File: src/design/spi_master_pkg.sv
`default_nettype none

package spi_master_pkg;

	// Wishbone address width
	localparam int ADDR_BITS = 8;

	typedef logic [7:0] byte_t;

	// Register map, anything else is unmapped
	typedef enum logic [ADDR_BITS-1:0] {
		REG_CONFIG = 8'd1,
		REG_DATA   = 8'd2,
		REG_INJECT = 8'd3
	} reg_addr_e;

	// Config register fields
	localparam int CFG_SS_BIT      = 0;
	localparam int CFG_DISCARD_BIT = 1;

	// Chip select deasserted, received bytes kept
	localparam byte_t CONFIG_RESET = 8'h01;

	// Sent for every injected transfer
	localparam byte_t DUMMY_BYTE = 8'hff;

	typedef enum logic [1:0] {
		SPI_IDLE,
		SPI_LOW,
		SPI_HIGH
	} spi_state_e;

endpackage

`default_nettype wire

File: src/design/rx_fifo.sv
`timescale 1ns/1ps
`default_nettype none

module rx_fifo
#(
	parameter int FIFO_DEPTH = 16
) (
	input  logic clk,
	input  logic sresetn,

	input  logic                  push,
	input  spi_master_pkg::byte_t push_data,
	input  logic                  pop,
	output spi_master_pkg::byte_t pop_data,
	output logic                  empty,
	output logic                  full
);

localparam int AW = $clog2(FIFO_DEPTH);

spi_master_pkg::byte_t mem [FIFO_DEPTH];

// Extra top bit tells a full buffer from an empty one
logic [AW:0] wr_ptr;
logic [AW:0] rd_ptr;
logic        do_push;
logic        do_pop;

assign empty = (wr_ptr == rd_ptr);
assign full  = (wr_ptr[AW] != rd_ptr[AW]) && (wr_ptr[AW-1:0] == rd_ptr[AW-1:0]);

assign do_push = push && !full;
assign do_pop  = pop && !empty;

always_ff @(posedge clk)
begin
	if (!sresetn)
	begin
		wr_ptr <= '0;
		rd_ptr <= '0;
	end
	else
	begin
		if (do_push)
			wr_ptr <= wr_ptr + 1'b1;
		if (do_pop)
			rd_ptr <= rd_ptr + 1'b1;
	end
end

always_ff @(posedge clk)
begin
	if (do_push)
		mem[wr_ptr[AW-1:0]] <= push_data;
end

// Oldest entry is always visible at the output
assign pop_data = mem[rd_ptr[AW-1:0]];

endmodule

`default_nettype wire

File: src/design/spi_ctrl_regs.sv
`timescale 1ns/1ps
`default_nettype none

module spi_ctrl_regs
(
	input  logic clk,
	input  logic sresetn,

	input  logic                  we,
	input  spi_master_pkg::byte_t dat_w,
	input  logic                  cfg_stb,
	input  logic                  inject_stb,

	output logic                  cfg_ack,
	output logic                  inject_ack,
	output spi_master_pkg::byte_t cfg_dat,
	output spi_master_pkg::byte_t inject_dat,

	output logic ss,
	output logic discard,
	output logic inject_valid,
	input  logic inject_take
);

spi_master_pkg::byte_t config_reg;
spi_master_pkg::byte_t inject_cnt;
logic cfg_wr;
logic inject_wr;

// One access per bus cycle, the ack blocks a repeat
assign cfg_wr    = cfg_stb && we && !cfg_ack;
assign inject_wr = inject_stb && we && !inject_ack;

always_ff @(posedge clk)
begin
	if (!sresetn)
	begin
		config_reg <= spi_master_pkg::CONFIG_RESET;
		inject_cnt <= '0;
		cfg_ack    <= 1'b0;
		inject_ack <= 1'b0;
	end
	else
	begin
		cfg_ack    <= cfg_stb && !cfg_ack;
		inject_ack <= inject_stb && !inject_ack;

		if (cfg_wr)
			config_reg <= dat_w;

		// A new write restarts the count even with bytes still pending
		if (inject_wr)
			inject_cnt <= dat_w;
		else if (inject_take && inject_valid)
			inject_cnt <= inject_cnt - 8'd1;
	end
end

assign cfg_dat    = config_reg;
assign inject_dat = inject_cnt;

assign ss           = config_reg[spi_master_pkg::CFG_SS_BIT];
assign discard      = config_reg[spi_master_pkg::CFG_DISCARD_BIT];
assign inject_valid = (inject_cnt != '0);

endmodule

`default_nettype wire

File: src/design/spi_shifter.sv
`timescale 1ns/1ps
`default_nettype none

module spi_shifter
#(
	parameter int CLK_DIV = 2
) (
	input  logic clk,
	input  logic sresetn,

	input  logic                  tx_valid,
	input  spi_master_pkg::byte_t tx_data,
	input  logic                  inject_valid,
	output logic                  tx_ready,
	output logic                  inject_take,

	output logic                  rx_valid,
	output spi_master_pkg::byte_t rx_data,

	output logic sck,
	output logic mosi,
	input  logic miso
);

localparam int DIV_W = (CLK_DIV > 1) ? $clog2(CLK_DIV) : 1;

spi_master_pkg::spi_state_e state;
logic [DIV_W-1:0]      div_cnt;
logic [2:0]            bit_cnt;
spi_master_pkg::byte_t tx_shift;
spi_master_pkg::byte_t rx_shift;
logic                  div_last;
logic                  accept;

assign div_last = (div_cnt == DIV_W'(CLK_DIV - 1));

// Bus byte has priority over injected dummies
assign tx_ready    = (state == spi_master_pkg::SPI_IDLE);
assign accept      = tx_ready && (tx_valid || inject_valid);
assign inject_take = tx_ready && !tx_valid && inject_valid;

// Mode 0, sck low at rest and MSB out first
assign sck     = (state == spi_master_pkg::SPI_HIGH);
assign mosi    = (state != spi_master_pkg::SPI_IDLE) && tx_shift[7];
assign rx_data = rx_shift;

always_ff @(posedge clk)
begin
	if (!sresetn)
	begin
		state    <= spi_master_pkg::SPI_IDLE;
		div_cnt  <= '0;
		bit_cnt  <= '0;
		rx_valid <= 1'b0;
	end
	else
	begin
		rx_valid <= 1'b0;
		case (state)
			spi_master_pkg::SPI_IDLE:
			begin
				div_cnt <= '0;
				bit_cnt <= '0;
				if (accept)
					state <= spi_master_pkg::SPI_LOW;
			end
			spi_master_pkg::SPI_LOW:
			begin
				if (div_last)
				begin
					div_cnt <= '0;
					state   <= spi_master_pkg::SPI_HIGH;
				end
				else
					div_cnt <= div_cnt + 1'b1;
			end
			spi_master_pkg::SPI_HIGH:
			begin
				if (div_last)
				begin
					div_cnt <= '0;
					if (bit_cnt == 3'd7)
					begin
						// Eighth bit done, byte complete
						state    <= spi_master_pkg::SPI_IDLE;
						rx_valid <= 1'b1;
					end
					else
					begin
						state   <= spi_master_pkg::SPI_LOW;
						bit_cnt <= bit_cnt + 3'd1;
					end
				end
				else
					div_cnt <= div_cnt + 1'b1;
			end
			default: state <= spi_master_pkg::SPI_IDLE;
		endcase
	end
end

always_ff @(posedge clk)
begin
	if (accept)
		tx_shift <= tx_valid ? tx_data : spi_master_pkg::DUMMY_BYTE;
	else if ((state == spi_master_pkg::SPI_HIGH) && div_last)
		tx_shift <= {tx_shift[6:0], 1'b0};

	// miso taken on the rising sck edge
	if ((state == spi_master_pkg::SPI_LOW) && div_last)
		rx_shift <= {rx_shift[6:0], miso};
end

endmodule

`default_nettype wire

File: src/design/wb_decoder.sv
`timescale 1ns/1ps
`default_nettype none

module wb_decoder
(
	input  logic clk,
	input  logic sresetn,

	input  logic [spi_master_pkg::ADDR_BITS-1:0] adr,
	input  spi_master_pkg::byte_t                dat_w,
	input  logic                                 we,
	input  logic                                 stb,
	input  logic                                 cyc,
	output spi_master_pkg::byte_t                dat_r,
	output logic                                 ack,

	output logic cfg_stb,
	output logic data_stb,
	output logic inject_stb,

	input  logic                  cfg_ack,
	input  logic                  data_ack,
	input  logic                  inject_ack,
	input  spi_master_pkg::byte_t cfg_dat,
	input  spi_master_pkg::byte_t data_dat,
	input  spi_master_pkg::byte_t inject_dat
);

logic active;
logic cfg_hit;
logic data_hit;
logic inject_hit;
logic unmapped_hit;
logic unmapped_ack;

assign active = stb && cyc;

always_comb
begin
	cfg_hit    = 1'b0;
	data_hit   = 1'b0;
	inject_hit = 1'b0;
	case (adr)
		spi_master_pkg::REG_CONFIG: cfg_hit    = 1'b1;
		spi_master_pkg::REG_DATA:   data_hit   = 1'b1;
		spi_master_pkg::REG_INJECT: inject_hit = 1'b1;
		default: ;
	endcase
end

assign unmapped_hit = !(cfg_hit || data_hit || inject_hit);

assign cfg_stb    = active && cfg_hit;
assign data_stb   = active && data_hit;
assign inject_stb = active && inject_hit;

// Unmapped cycles complete here with zero data and their write data is dropped
always_ff @(posedge clk)
begin
	if (!sresetn)
	begin
		unmapped_ack <= 1'b0;
	end
	else
	begin
		unmapped_ack <= active && unmapped_hit && !unmapped_ack;
	end
end

// Only the acking target contributes to the read data
assign dat_r = ({8{cfg_ack}} & cfg_dat)
	| ({8{data_ack}} & data_dat)
	| ({8{inject_ack}} & inject_dat);

assign ack = cfg_ack || data_ack || inject_ack || unmapped_ack;

endmodule

`default_nettype wire

File: src/design/wb_stream_bridge.sv
`timescale 1ns/1ps
`default_nettype none

module wb_stream_bridge
(
	input  logic clk,
	input  logic sresetn,

	input  logic                  we,
	input  spi_master_pkg::byte_t dat_w,
	input  logic                  data_stb,
	output logic                  data_ack,
	output spi_master_pkg::byte_t data_dat,

	// Towards the shifter
	output logic                  tx_valid,
	output spi_master_pkg::byte_t tx_data,
	input  logic                  tx_ready,

	// From the receive FIFO
	output logic                  pop,
	input  logic                  empty,
	input  spi_master_pkg::byte_t fifo_data
);

logic wr_req;
logic rd_req;
logic wr_done;

// The ack cycle closes the request so each bus cycle moves one byte
assign wr_req = data_stb && we && !data_ack;
assign rd_req = data_stb && !we && !data_ack;

// Byte stays offered until the shifter goes idle and takes it
assign tx_valid = wr_req;
assign tx_data  = dat_w;
assign wr_done  = wr_req && tx_ready;

// Read waits here while the FIFO is empty
assign pop = rd_req && !empty;

always_ff @(posedge clk)
begin
	if (!sresetn)
	begin
		data_ack <= 1'b0;
	end
	else
	begin
		data_ack <= wr_done || pop;
	end
end

// Head of the FIFO captured as it is popped
always_ff @(posedge clk)
begin
	if (pop)
		data_dat <= fifo_data;
end

endmodule

`default_nettype wire

File: src/design/wb_to_spi_master.sv
`timescale 1ns/1ps
`default_nettype none

module wb_to_spi_master
#(
	parameter int CLK_DIV    = 2,
	parameter int FIFO_DEPTH = 16
) (
	input  logic clk,
	input  logic sresetn,

	input  logic [spi_master_pkg::ADDR_BITS-1:0] wb_adr,
	input  spi_master_pkg::byte_t                wb_dat_w,
	input  logic                                 wb_we,
	input  logic                                 wb_stb,
	input  logic                                 wb_cyc,
	output spi_master_pkg::byte_t                wb_dat_r,
	output logic                                 wb_ack,

	output logic sck,
	output logic ss,
	output logic mosi,
	input  logic miso
);

logic                  cfg_stb, data_stb, inject_stb;
logic                  cfg_ack, data_ack, inject_ack;
spi_master_pkg::byte_t cfg_dat, data_dat, inject_dat;

logic                  discard;
logic                  inject_valid;
logic                  inject_take;

logic                  tx_valid;
logic                  tx_ready;
spi_master_pkg::byte_t tx_data;

logic                  rx_valid;
spi_master_pkg::byte_t rx_data;

logic                  fifo_push;
logic                  fifo_pop;
logic                  fifo_empty;
logic                  fifo_full;
spi_master_pkg::byte_t fifo_data;

wb_decoder u_decoder (
	.clk        (clk),
	.sresetn    (sresetn),
	.adr        (wb_adr),
	.dat_w      (wb_dat_w),
	.we         (wb_we),
	.stb        (wb_stb),
	.cyc        (wb_cyc),
	.dat_r      (wb_dat_r),
	.ack        (wb_ack),
	.cfg_stb    (cfg_stb),
	.data_stb   (data_stb),
	.inject_stb (inject_stb),
	.cfg_ack    (cfg_ack),
	.data_ack   (data_ack),
	.inject_ack (inject_ack),
	.cfg_dat    (cfg_dat),
	.data_dat   (data_dat),
	.inject_dat (inject_dat)
);

spi_ctrl_regs u_regs (
	.clk          (clk),
	.sresetn      (sresetn),
	.we           (wb_we),
	.dat_w        (wb_dat_w),
	.cfg_stb      (cfg_stb),
	.inject_stb   (inject_stb),
	.cfg_ack      (cfg_ack),
	.inject_ack   (inject_ack),
	.cfg_dat      (cfg_dat),
	.inject_dat   (inject_dat),
	.ss           (ss),
	.discard      (discard),
	.inject_valid (inject_valid),
	.inject_take  (inject_take)
);

wb_stream_bridge u_bridge (
	.clk       (clk),
	.sresetn   (sresetn),
	.we        (wb_we),
	.dat_w     (wb_dat_w),
	.data_stb  (data_stb),
	.data_ack  (data_ack),
	.data_dat  (data_dat),
	.tx_valid  (tx_valid),
	.tx_data   (tx_data),
	.tx_ready  (tx_ready),
	.pop       (fifo_pop),
	.empty     (fifo_empty),
	.fifo_data (fifo_data)
);

// Received byte is dropped when discarding or when there is no room
assign fifo_push = rx_valid && !discard && !fifo_full;

rx_fifo #(
	.FIFO_DEPTH (FIFO_DEPTH)
) u_fifo (
	.clk       (clk),
	.sresetn   (sresetn),
	.push      (fifo_push),
	.push_data (rx_data),
	.pop       (fifo_pop),
	.pop_data  (fifo_data),
	.empty     (fifo_empty),
	.full      (fifo_full)
);

spi_shifter #(
	.CLK_DIV (CLK_DIV)
) u_shifter (
	.clk          (clk),
	.sresetn      (sresetn),
	.tx_valid     (tx_valid),
	.tx_data      (tx_data),
	.inject_valid (inject_valid),
	.tx_ready     (tx_ready),
	.inject_take  (inject_take),
	.rx_valid     (rx_valid),
	.rx_data      (rx_data),
	.sck          (sck),
	.mosi         (mosi),
	.miso         (miso)
);

endmodule

`default_nettype wire

File: config.mk
export PLATFORM = sky130hd
export DESIGN_NAME = wb_to_spi_master
export DESIGN_NICKNAME = d
export VERILOG_FILES = /design/src/design/spi_master_pkg.sv /design/src/design/rx_fifo.sv /design/src/design/spi_ctrl_regs.sv /design/src/design/spi_shifter.sv /design/src/design/wb_decoder.sv /design/src/design/wb_stream_bridge.sv /design/src/design/wb_to_spi_master.sv
export SDC_FILE = /design/constraint.sdc
export NUM_CORES = 1
export LEC_CHECK = 0
export ABC_AREA = 1
export BUFFER_PORTS_ARGS = -buffer_cell sky130_fd_sc_hd__clkbuf_2
export CELL_PAD_IN_SITES_DETAIL_PLACEMENT = 1
export CELL_PAD_IN_SITES_GLOBAL_PLACEMENT = 2
export CORE_AREA = 5 5 144 146
export CTS_CLUSTER_DIAMETER = 80
export DETAILED_ROUTE_END_ITERATION = 6
export DIE_AREA = 0 0 149 151
export MAX_ROUTING_LAYER = met4
export PLACE_DENSITY = 0.85
export SYNTH_ARGS = -nofsm -noshare
export SYNTH_HDL_FRONTEND = slang
export SYNTH_SLANG_ARGS = --single-unit
File: constraint.sdc
create_clock -name clk -period 2.95 [get_ports clk]
set_input_delay 0.59 -clock clk [delete_from_list [all_inputs] [get_ports clk]]
set_output_delay 0.59 -clock clk [all_outputs]
set_load 0.01 [all_outputs]
==> impl_summary.txt, run 1 <==
----------------------------------------------------
[STA]
  Final critical delay including setup and external delays ... around 2.3 ns
  Achievable Freq ... about 0.43 GHz
  Count of final hold-check violations ... 0
  Fin crit share ... roughly four fifths
  Slew HR ... between 30% and 40%
  Transition time of the tightest slew-check pin ... about 0.99 ns
  RSZ-0062 raised after global routing ... no
  Final Max Tran Viols ... 0
  Setup TNS ... 0 ns
  Crit path setup slack, layout ... 0.617 ns
  # setup viols final ... 0
  Clock Skew ... between 0.01 and 0.015 ns

[Die]
  Die height ... around 150 um
  Die footprint ... between 20000 and 25000 um^2
  Number of top-level design ports ... 34
  Horizontal extent of the die ... about 150 um
  Initial core utilization ... between 40% and 50%
  Core Region ... between 15000 and 20000 um^2
  Placement Rows ... 51

[Setup path]
  Endpoint of the worst register-to-register path ... u_shifter.tx_shift[3]
  Sort of element at the start of the critical path ... flop
  Required time worst endpoint ... between 2 and 2.5 ns
  R2R Path Start ... u_shifter.state[0]
  Category of the most critical setup path ... flop to output port
  Setup crit end kind ... output port
  Top fanout value on the critical path ... 9
  Register-to-register setup slack ... ~0.82 ns
  Crit path arrival time ... about 1.7 ns
  Worst r2r path cells ... 6

[Run status]
  Status ... completed

[Logic synthesis]
  Number of register bits inferred by synthesis ... 189
  Post-synthesis async set-or-reset flop share ... 0%
  Portion of synthesized cell area occupied by the leading cell type ... between 50% and 60%
  Syn Std Cell Area ... around 8300 um^2
  Cell with the most instances after synthesis ... sky130_fd_sc_hd__nor2_1
  Share of synthesized area occupied by flip-flops and latches ... 64.0%
  Nets in the synthesized netlist ... around 800
  Count of flip-flops with a built-in enable after synthesis ... 152
  Synth cell count leaders ... sky130_fd_sc_hd__nor2_1 (156), sky130_fd_sc_hd__edfxtp_1 (152), sky130_fd_sc_hd__nand2_1 (92)
  YS warnings ... 0
  Synthesized area per cell ... between 10 and 15 um^2
  Post-synth top area cell ... sky130_fd_sc_hd__edfxtp_1
  Synthesized instance count ... 768
  Yosys cell types ... 38
  Cell types with the largest area share after synthesis ... sky130_fd_sc_hd__edfxtp_1 (55%), sky130_fd_sc_hd__dfxtp_1 (8.9%), sky130_fd_sc_hd__nor2_1 (7.1%), sky130_fd_sc_hd__o21ai_0 (4.4%), sky130_fd_sc_hd__nand2_1 (4.2%)
  Most common flop cell mapped by yosys ... sky130_fd_sc_hd__edfxtp_1

[Place]
  Number of I/O port buffers ... 33
  Final estimated routing congestion in global placement ... around 0.87
  Dpl cell area ... roughly 8800 um^2
  Post-place setup slack ... 0.448 ns
  Post-detail-place hpwl ... around 16 mm

[Layout]
  Area overhead of the layout relative to synthesis ... 13.3%
  Layout cells sized above 1 ... around 15%
  Number of antenna diodes ... 0
  Fin nets ... 846
  Final design area excluding fillers ... 9400 um^2

[Power]
  Maximum ir drop on the vdd rail ... ~0.47 mV
  Clock Power Share ... between 30% and 40%
  Leakage power ... 3.41 nW
  Sw power ... approximately 0.0019 W
  Comb pwr share ... between 15 and 20%
  Flop pwr share ... 49.0%
  Internal portion of total power ... 0.00451 W
  Power per cell area ... around 690 nW/um^2
  Sw frac ... around 30%

[Global route]
  Initial antenna violation count ... 0
  Met2 routing resource usage after global routing ... 37.8%
  Overflow after GRT ... 0
  Pin count of the biggest net entering global routing ... 65
  Global-route wire length before repair ... around 35 mm
  GR Layer Usage met1 ... between 20 and 30%
  Number of global-route vias before repair ... between 6000 and 7000
  Overall fraction of global-route tracks in use ... approximately a fifth
  Gr busiest metal ... met2
  Met3 GRT Util ... 3.11%

[Clock network]
  TritonCTS Buffers ... 17
  Post-CTS setup buffer count ... 0
  CTS Buffer Depth ... 2
  Number of buffers added to fix hold violations after cts ... 0
  Clock insertion delay at the later pin of the skew report ... 0.44 ns
  Resized cells post-CTS ... 0
  CTS tree ... built
  Deepest level of the CTS H-tree ... 4
  Number of clock sinks ... between 150 and 200
  Reg clk slew, reported paths ... 0.08 ns
  Clock root buffer ... sky130_fd_sc_hd__clkbuf_16

[Drt]
  Number of design-rule violations left by the first detailed-router iteration ... 355
  Number of iterations in the first detailed-routing pass ... 5
  Via count of the routed design ... approximately 6000
  Via density per instance ... ~5.5
  Final WL ... about 23 mm
  Remaining routing DRC violations ... 0
  Final routed wire length divided by cell count ... approximately 21 um
  Remaining antenna violation count ... 0

[Worst hold path]
  End point of the worst hold path ... u_shifter.rx_data[0]
  Cell depth of the worst hold path ... 1
  Start point of the worst min-delay path ... miso
  Hold Crit Class ... input pin to flop

[Run]
  Number of violations of the max-capacitance limit ... 0

----------------------------------------------------
[per-stage QoR]
| step | total power (W) | cells | util (%) | hold slack [ns] |
|---|---|---|---|---|
| after global placement | 0.00420 | 1057 | 45.7 | 0.446 |
| after floorplan | 0.00394 | 768 | - | 0.432 |
| final | 0.00645 | 1089 | 48.8 | 0.325 |
| after CTS | 0.00651 | 1089 | 48.8 | 0.311 |
| after detailed placement | 0.00424 | 1057 | 45.7 | 0.465 |
| after global routing | 0.00675 | 1089 | 48.8 | 0.307 |
[per-layer routing]
| metal | share of wire (%) | wire, um | vias to the layer above |
|---|---|---|---|
| li1 | - | - | 2772 |
| met1 | 42 | 9590 | 3041 |
| met2 | 53 | 11900 | 110 |
| met3 | 3.0 | 677 | 31 |
| met4 | 2.1 | 470 | 0 |
| met5 | 0 | 0 | - |
[cells in the final DEF (no fill, tap or decap), types with 8 or more instances in the layout]
| cell | Yosys | final |
|---|---|---|
| sky130_fd_sc_hd__o211ai_1 | 21 | 21 |
| sky130_fd_sc_hd__edfxtp_1 | 152 | 152 |
| sky130_fd_sc_hd__buf_4 | 5 | 23 |
| sky130_fd_sc_hd__xor2_1 | 8 | 8 |
| sky130_fd_sc_hd__a21oi_1 | 22 | 22 |
| sky130_fd_sc_hd__nand4_1 | 12 | 12 |
| sky130_fd_sc_hd__o21ai_0 | 73 | 73 |
| sky130_fd_sc_hd__o32ai_1 | 16 | 16 |
| sky130_fd_sc_hd__ha_1 | 13 | 13 |
| sky130_fd_sc_hd__clkbuf_16 | 0 | 17 |
| sky130_fd_sc_hd__nor2_1 | 156 | 156 |
| sky130_fd_sc_hd__nand2_1 | 92 | 92 |
| sky130_fd_sc_hd__dfxtp_1 | 37 | 35 |
| sky130_fd_sc_hd__clkbuf_2 | 0 | 33 |
| sky130_fd_sc_hd__nand3_1 | 36 | 36 |
| sky130_fd_sc_hd__inv_1 | 50 | 49 |
[cell families after synthesis]
| family | count (synthesis) | share of synthesized area [%] |
|---|---|---|
| AO/OA/AOI/OAI | 141 | 10.3 |
| XOR/XNOR | 11 | 1.16 |
| adder cells (fa/ha/maj) | 13 | 1.96 |
| buffers and inverters | 89 | 4.62 |
| flip-flops | 189 | 64.0 |
| AND/OR/NAND/NOR | 325 | 18.0 |
[registers in the layout, indices dropped and copies added (netlist names)]
signal and count:
u_fifo.mem 128, u_bridge.data_dat 8, u_regs.cfg_dat 8, u_regs.inject_dat 8, u_shifter.rx_data 8, u_shifter.tx_shift 8
u_fifo.rd_ptr 5, u_fifo.wr_ptr 5, u_shifter.bit_cnt 3, u_shifter.state 2, u_bridge.data_ack 1, u_decoder.unmapped_ack 1
u_regs.cfg_ack 1, u_regs.inject_ack 1, u_shifter.div_cnt 1, u_shifter.rx_valid 1
[worst max-delay path by stage]
stage	startpoint	endpoint	slack, ns	cells past startpoint
6_report	u_regs.inject_ack	wb_dat_r[1]	0.62	3
3_5_place_dp	wb_adr[5]	u_shifter.tx_shift[3]	0.45	8
4_1_cts	u_regs.inject_ack	wb_dat_r[1]	0.60	3
5_1_grt	u_regs.inject_ack	wb_dat_r[1]	0.54	3
2_1_floorplan	wb_adr[7]	u_shifter.tx_shift[0]	0.92	7
3_3_place_gp	wb_adr[7]	u_shifter.tx_shift[4]	0.57	8
[power groups by stage]
stage          sequential, W  clock [W]  combinational, W
3_3_place_gp         0.00320          0          0.000998
2_1_floorplan        0.00316          0          0.000777
4_1_cts              0.00316    0.00232           0.00104
5_1_grt              0.00317    0.00244           0.00114
3_5_place_dp         0.00322          0           0.00103
6_report             0.00316    0.00227           0.00102
[final cells by class]
| cell class | instances | area [um^2] |
|---|---|---|
| multi-input cells | 490 | 2610 |
| repair buffers | 56 | 338 |
| clock buffers | 17 | 425 |
| well taps | 265 | 332 |
| clock inverters | 15 | 175 |
| fillers | 2109 | 9870 |
| inverters | 57 | 214 |
| flip-flops and latches | 189 | 5310 |
[critical path, stage by stage, from the launching register on]
cell and delay (ns):
sky130_fd_sc_hd__dfxtp_1 0.45, sky130_fd_sc_hd__clkinv_1 0.32, sky130_fd_sc_hd__o221ai_1 0.34, sky130_fd_sc_hd__clkbuf_2 0.20
Power figures use the tool's default switching activity.
==> inputs of run 2 (changes only) <==
--- a/config.mk
+++ b/config.mk
@@ -5,16 +5,16 @@
 export SDC_FILE = /design/constraint.sdc
 export NUM_CORES = 1
 export LEC_CHECK = 0
-export ABC_AREA = 1
+export ABC_AREA = 0
 export BUFFER_PORTS_ARGS = -buffer_cell sky130_fd_sc_hd__clkbuf_2
 export CELL_PAD_IN_SITES_DETAIL_PLACEMENT = 1
 export CELL_PAD_IN_SITES_GLOBAL_PLACEMENT = 2
-export CORE_AREA = 5 5 144 146
+export CORE_AREA = 5 5 145 147
 export CTS_CLUSTER_DIAMETER = 80
 export DETAILED_ROUTE_END_ITERATION = 6
-export DIE_AREA = 0 0 149 151
+export DIE_AREA = 0 0 150 152
 export MAX_ROUTING_LAYER = met4
-export PLACE_DENSITY = 0.85
+export PLACE_DENSITY = 0.78
 export SYNTH_ARGS = -nofsm -noshare
 export SYNTH_HDL_FRONTEND = slang
 export SYNTH_SLANG_ARGS = --single-unit
==> constraint.sdc (replaced) <==
create_clock -name clk -period 2.1 [get_ports clk]
set_input_delay 0.42 -clock clk [delete_from_list [all_inputs] [get_ports clk]]
set_output_delay 0.42 -clock clk [all_outputs]
set_load 0.01 [all_outputs]
==> run 2 against run 1 <==
Register-to-register slack worse by 0.73 ns. Non-clock buffer count grew 30. Largest cell class unchanged. Sequential power increased by 42%. Sequential cell count unchanged. Via count is 24% lower.
==> impl_summary.txt, run 2 <==
----------------------------------------------------
[Run status]
  Status ... completed

[Global route]
  Overflow after GRT ... 0
  Number of global-route vias before repair ... approximately 5000
  Met2 routing resource usage after global routing ... between 20% and 30%
  Initial antenna violation count ... 0
  Global-route wire length before repair ... about 28 mm
  GR Layer Usage met1 ... 20.6%
  Met3 GRT Util ... about 3.7%
  Overall fraction of global-route tracks in use ... roughly 17%
  Pin count of the biggest net entering global routing ... 37
  Gr busiest metal ... met2

[STA]
  Clock Skew ... roughly 0.020 ns
  # setup viols final ... 0
  Final Max Tran Viols ... 0
  Slew HR ... about three fifths
  Achievable Freq ... slightly below 0.5 GHz
  Final critical delay including setup and external delays ... 2.01 ns
  RSZ-0062 raised after global routing ... no
  Setup TNS ... 0 ns
  Crit path setup slack, layout ... between 0.08 and 0.09 ns
  Transition time of the tightest slew-check pin ... roughly 0.61 ns
  Fin crit share ... a little over nine tenths
  Count of final hold-check violations ... 0

[Drt]
  Number of design-rule violations left by the first detailed-router iteration ... 292
  Final WL ... 18.1 mm
  Remaining antenna violation count ... 0
  Via count of the routed design ... about 4500
  Final routed wire length divided by cell count ... around 21 um
  Remaining routing DRC violations ... 0
  Number of iterations in the first detailed-routing pass ... 7
  Via density per instance ... between 5 and 6

[Logic synthesis]
  Synthesized area per cell ... around 16 um^2
  Synth cell count leaders ... sky130_fd_sc_hd__edfxtp_1 (152), sky130_fd_sc_hd__dfxtp_1 (37), sky130_fd_sc_hd__mux4_2 (32)
  Count of flip-flops with a built-in enable after synthesis ... about 150
  Yosys cell types ... 48
  Portion of synthesized cell area occupied by the leading cell type ... 57.7%
  Post-synthesis async set-or-reset flop share ... 0%
  YS warnings ... 0
  Most common flop cell mapped by yosys ... sky130_fd_sc_hd__edfxtp_1
  Syn Std Cell Area ... slightly below 8000 um^2
  Nets in the synthesized netlist ... 539
  Share of synthesized area occupied by flip-flops and latches ... between 60% and 70%
  Post-synth top area cell ... sky130_fd_sc_hd__edfxtp_1
  Cell with the most instances after synthesis ... sky130_fd_sc_hd__edfxtp_1
  Number of register bits inferred by synthesis ... approximately 190
  Synthesized instance count ... roughly 500
  Cell types with the largest area share after synthesis ... sky130_fd_sc_hd__edfxtp_1 (58%), sky130_fd_sc_hd__dfxtp_1 (9.4%), sky130_fd_sc_hd__mux4_2 (9.1%), sky130_fd_sc_hd__mux2i_1 (2.8%), sky130_fd_sc_hd__ha_1 (2.1%)

[Layout]
  Most common cell after layout, fill and taps aside ... sky130_fd_sc_hd__edfxtp_1
  Post-route non-filler standard cell count ... approximately 870
  Highest-count cells in the layout ignoring fill and taps ... sky130_fd_sc_hd__edfxtp_1 (152), sky130_fd_sc_hd__buf_4 (49), sky130_fd_sc_hd__dfxtp_1 (36)
  Layout cells sized above 1 ... ~28%
  # fillers ... between 1500 and 2000
  Fin nets ... 620
  Multi-input logic area ... 2450 um^2
  Register cell area after layout ... 5310 um^2
  Share of the core filled with cells ... 47.4%
  Flip-flop count of the largest register, all copies and words added ... 128
  Area overhead of the layout relative to synthesis ... 18.5%
  Number of antenna diodes ... 0

[Place]
  Cell Count Post-Placement ... between 800 and 900
  Number of I/O port buffers ... 33
  Post-place setup slack ... -0.0814 ns
  Post-detail-place hpwl ... 12.3 mm
  Final estimated routing congestion in global placement ... approximately 0.79

[Clock network]
  Clock insertion delay at the later pin of the skew report ... 0.44 ns
  Clock root buffer ... sky130_fd_sc_hd__clkbuf_16
  Deepest level of the CTS H-tree ... 4
  Number of clock sinks ... about 190
  TritonCTS Buffers ... 17
  Reg clk slew, reported paths ... 0.07 ns
  CTS Buffer Depth ... 2
  Number of buffers added to fix hold violations after cts ... 0
  CTS tree ... built

[Die]
  Initial core utilization ... around 40%
  Number of top-level design ports ... 34
  Core Region ... 19800 um^2
  Horizontal extent of the die ... roughly 150 um
  Die height ... 152 um
  Die footprint ... between 20000 and 25000 um^2
  Placement Rows ... between 50 and 60

[Power]
  Internal portion of total power ... about 0.0064 W
  Comb pwr share ... 13.3%
  Power per cell area ... between 900 and 1000 nW/um^2
  Sw frac ... approximately 28%
  Maximum ir drop on the vdd rail ... between 0.5 and 0.6 mV
  Leakage power ... 3.30 nW
  Clock Power Share ... between 30% and 40%
  Sw power ... 0.00244 W
  Flop pwr share ... 50.8%
  Final Total Pwr ... 0.00885 W

[Setup path]
  Setup crit end kind ... flop
  Top fanout value on the critical path ... 14
  Sort of element at the start of the critical path ... flop
  Required time worst endpoint ... approximately 2.3 ns
  Crit path arrival time ... between 2 and 2.5 ns
  Category of the most critical setup path ... flop to flop

[Run]
  Number of violations of the max-capacitance limit ... 0

[Worst hold path]
  Hold Crit Class ... input pin to flop

----------------------------------------------------
run 2: changes by cell type in the layout (fill, tap and decap cells not counted), sizes merged, moves of 30 or more:
cell   change
buf       +30
inv       -33
mux4      +32
nand2     -65
nand3     -30
nor2     -143
o21ai     -62
run 2: power groups by stage:
| stage | registers (W) | logic, W | clock network (W) |
|---|---|---|---|
| 6_report | 0.00449 | 0.00118 | 0.00318 |
| 5_1_grt | 0.00452 | 0.00131 | 0.00343 |
| 4_1_cts | 0.00450 | 0.00119 | 0.00326 |
| 3_5_place_dp | 0.00458 | 0.00117 | 0 |
| 3_3_place_gp | 0.00456 | 0.00110 | 0 |
| 2_1_floorplan | 0.00450 | 0.000798 | 0 |
run 2: final timing paths:
kind	slack [ns]	cells past startpoint	to	start
setup / recovery	0.09	6	u_bridge.data_dat[5]	u_fifo.rd_ptr[0]
hold / removal	0.16	1	u_shifter.rx_data[0]	miso
setup reg to reg	0.09	6	u_bridge.data_dat[5]	u_fifo.rd_ptr[0]
hold reg to reg	0.43	1	u_decoder.unmapped_ack	u_decoder.unmapped_ack
run 2: worst max-delay path: stages, from the launching register on:
cell and delay (ns):
sky130_fd_sc_hd__dfxtp_2 0.40, sky130_fd_sc_hd__buf_12 0.18, sky130_fd_sc_hd__mux4_2 0.50, sky130_fd_sc_hd__nor2b_1 0.16
sky130_fd_sc_hd__a211oi_1 0.25, sky130_fd_sc_hd__buf_4 0.16, sky130_fd_sc_hd__a21oi_1 0.08
run 2: per-layer routing:
metal,routed length (um),vias to the layer above
li1,-,2105
met1,7410,2323
met2,9630,101
met3,810,15
met4,249,0
met5,0,-
run 2: layout make-up:
type,count,area share [%]
sequential,189,56.6
multi-input combinational,273,26.2
timing repair buffer,86,6.54
clock buffer,17,4.54
tap,270,3.61
clock inverter,15,1.76
inverter,18,0.721
run 2: timing repair:
action                                 in CTS  in global routing
gates cloned                                0                  0
resized for setup                           2                  3
pin swaps                                   0                  0
setup buffers                               0                  5
setup endpoints to repair                   9                 11
endpoints found under the hold margin       0                  0
run 2: kinds of logic after synthesis:
kind of cell               Yosys count  synth area share (%)
DFF                                189                  67.1
AOI/OAI and AO/OA                   59                  5.60
buffers and inverters               42                  2.25
muxes                               54                  11.9
xor gates and xnor gates            15                  1.85
and+or+nand+nor                    132                  9.24
adders and majority gates           13                  2.06
run 2: per-stage QoR:
step	hold WS (ns)	instance area, um^2
after global placement	0.417	8710
after CTS	0.143	9310
after global routing	0.135	9370
after detailed placement	0.417	8710
final	0.156	9370
after floorplan	0.389	7920
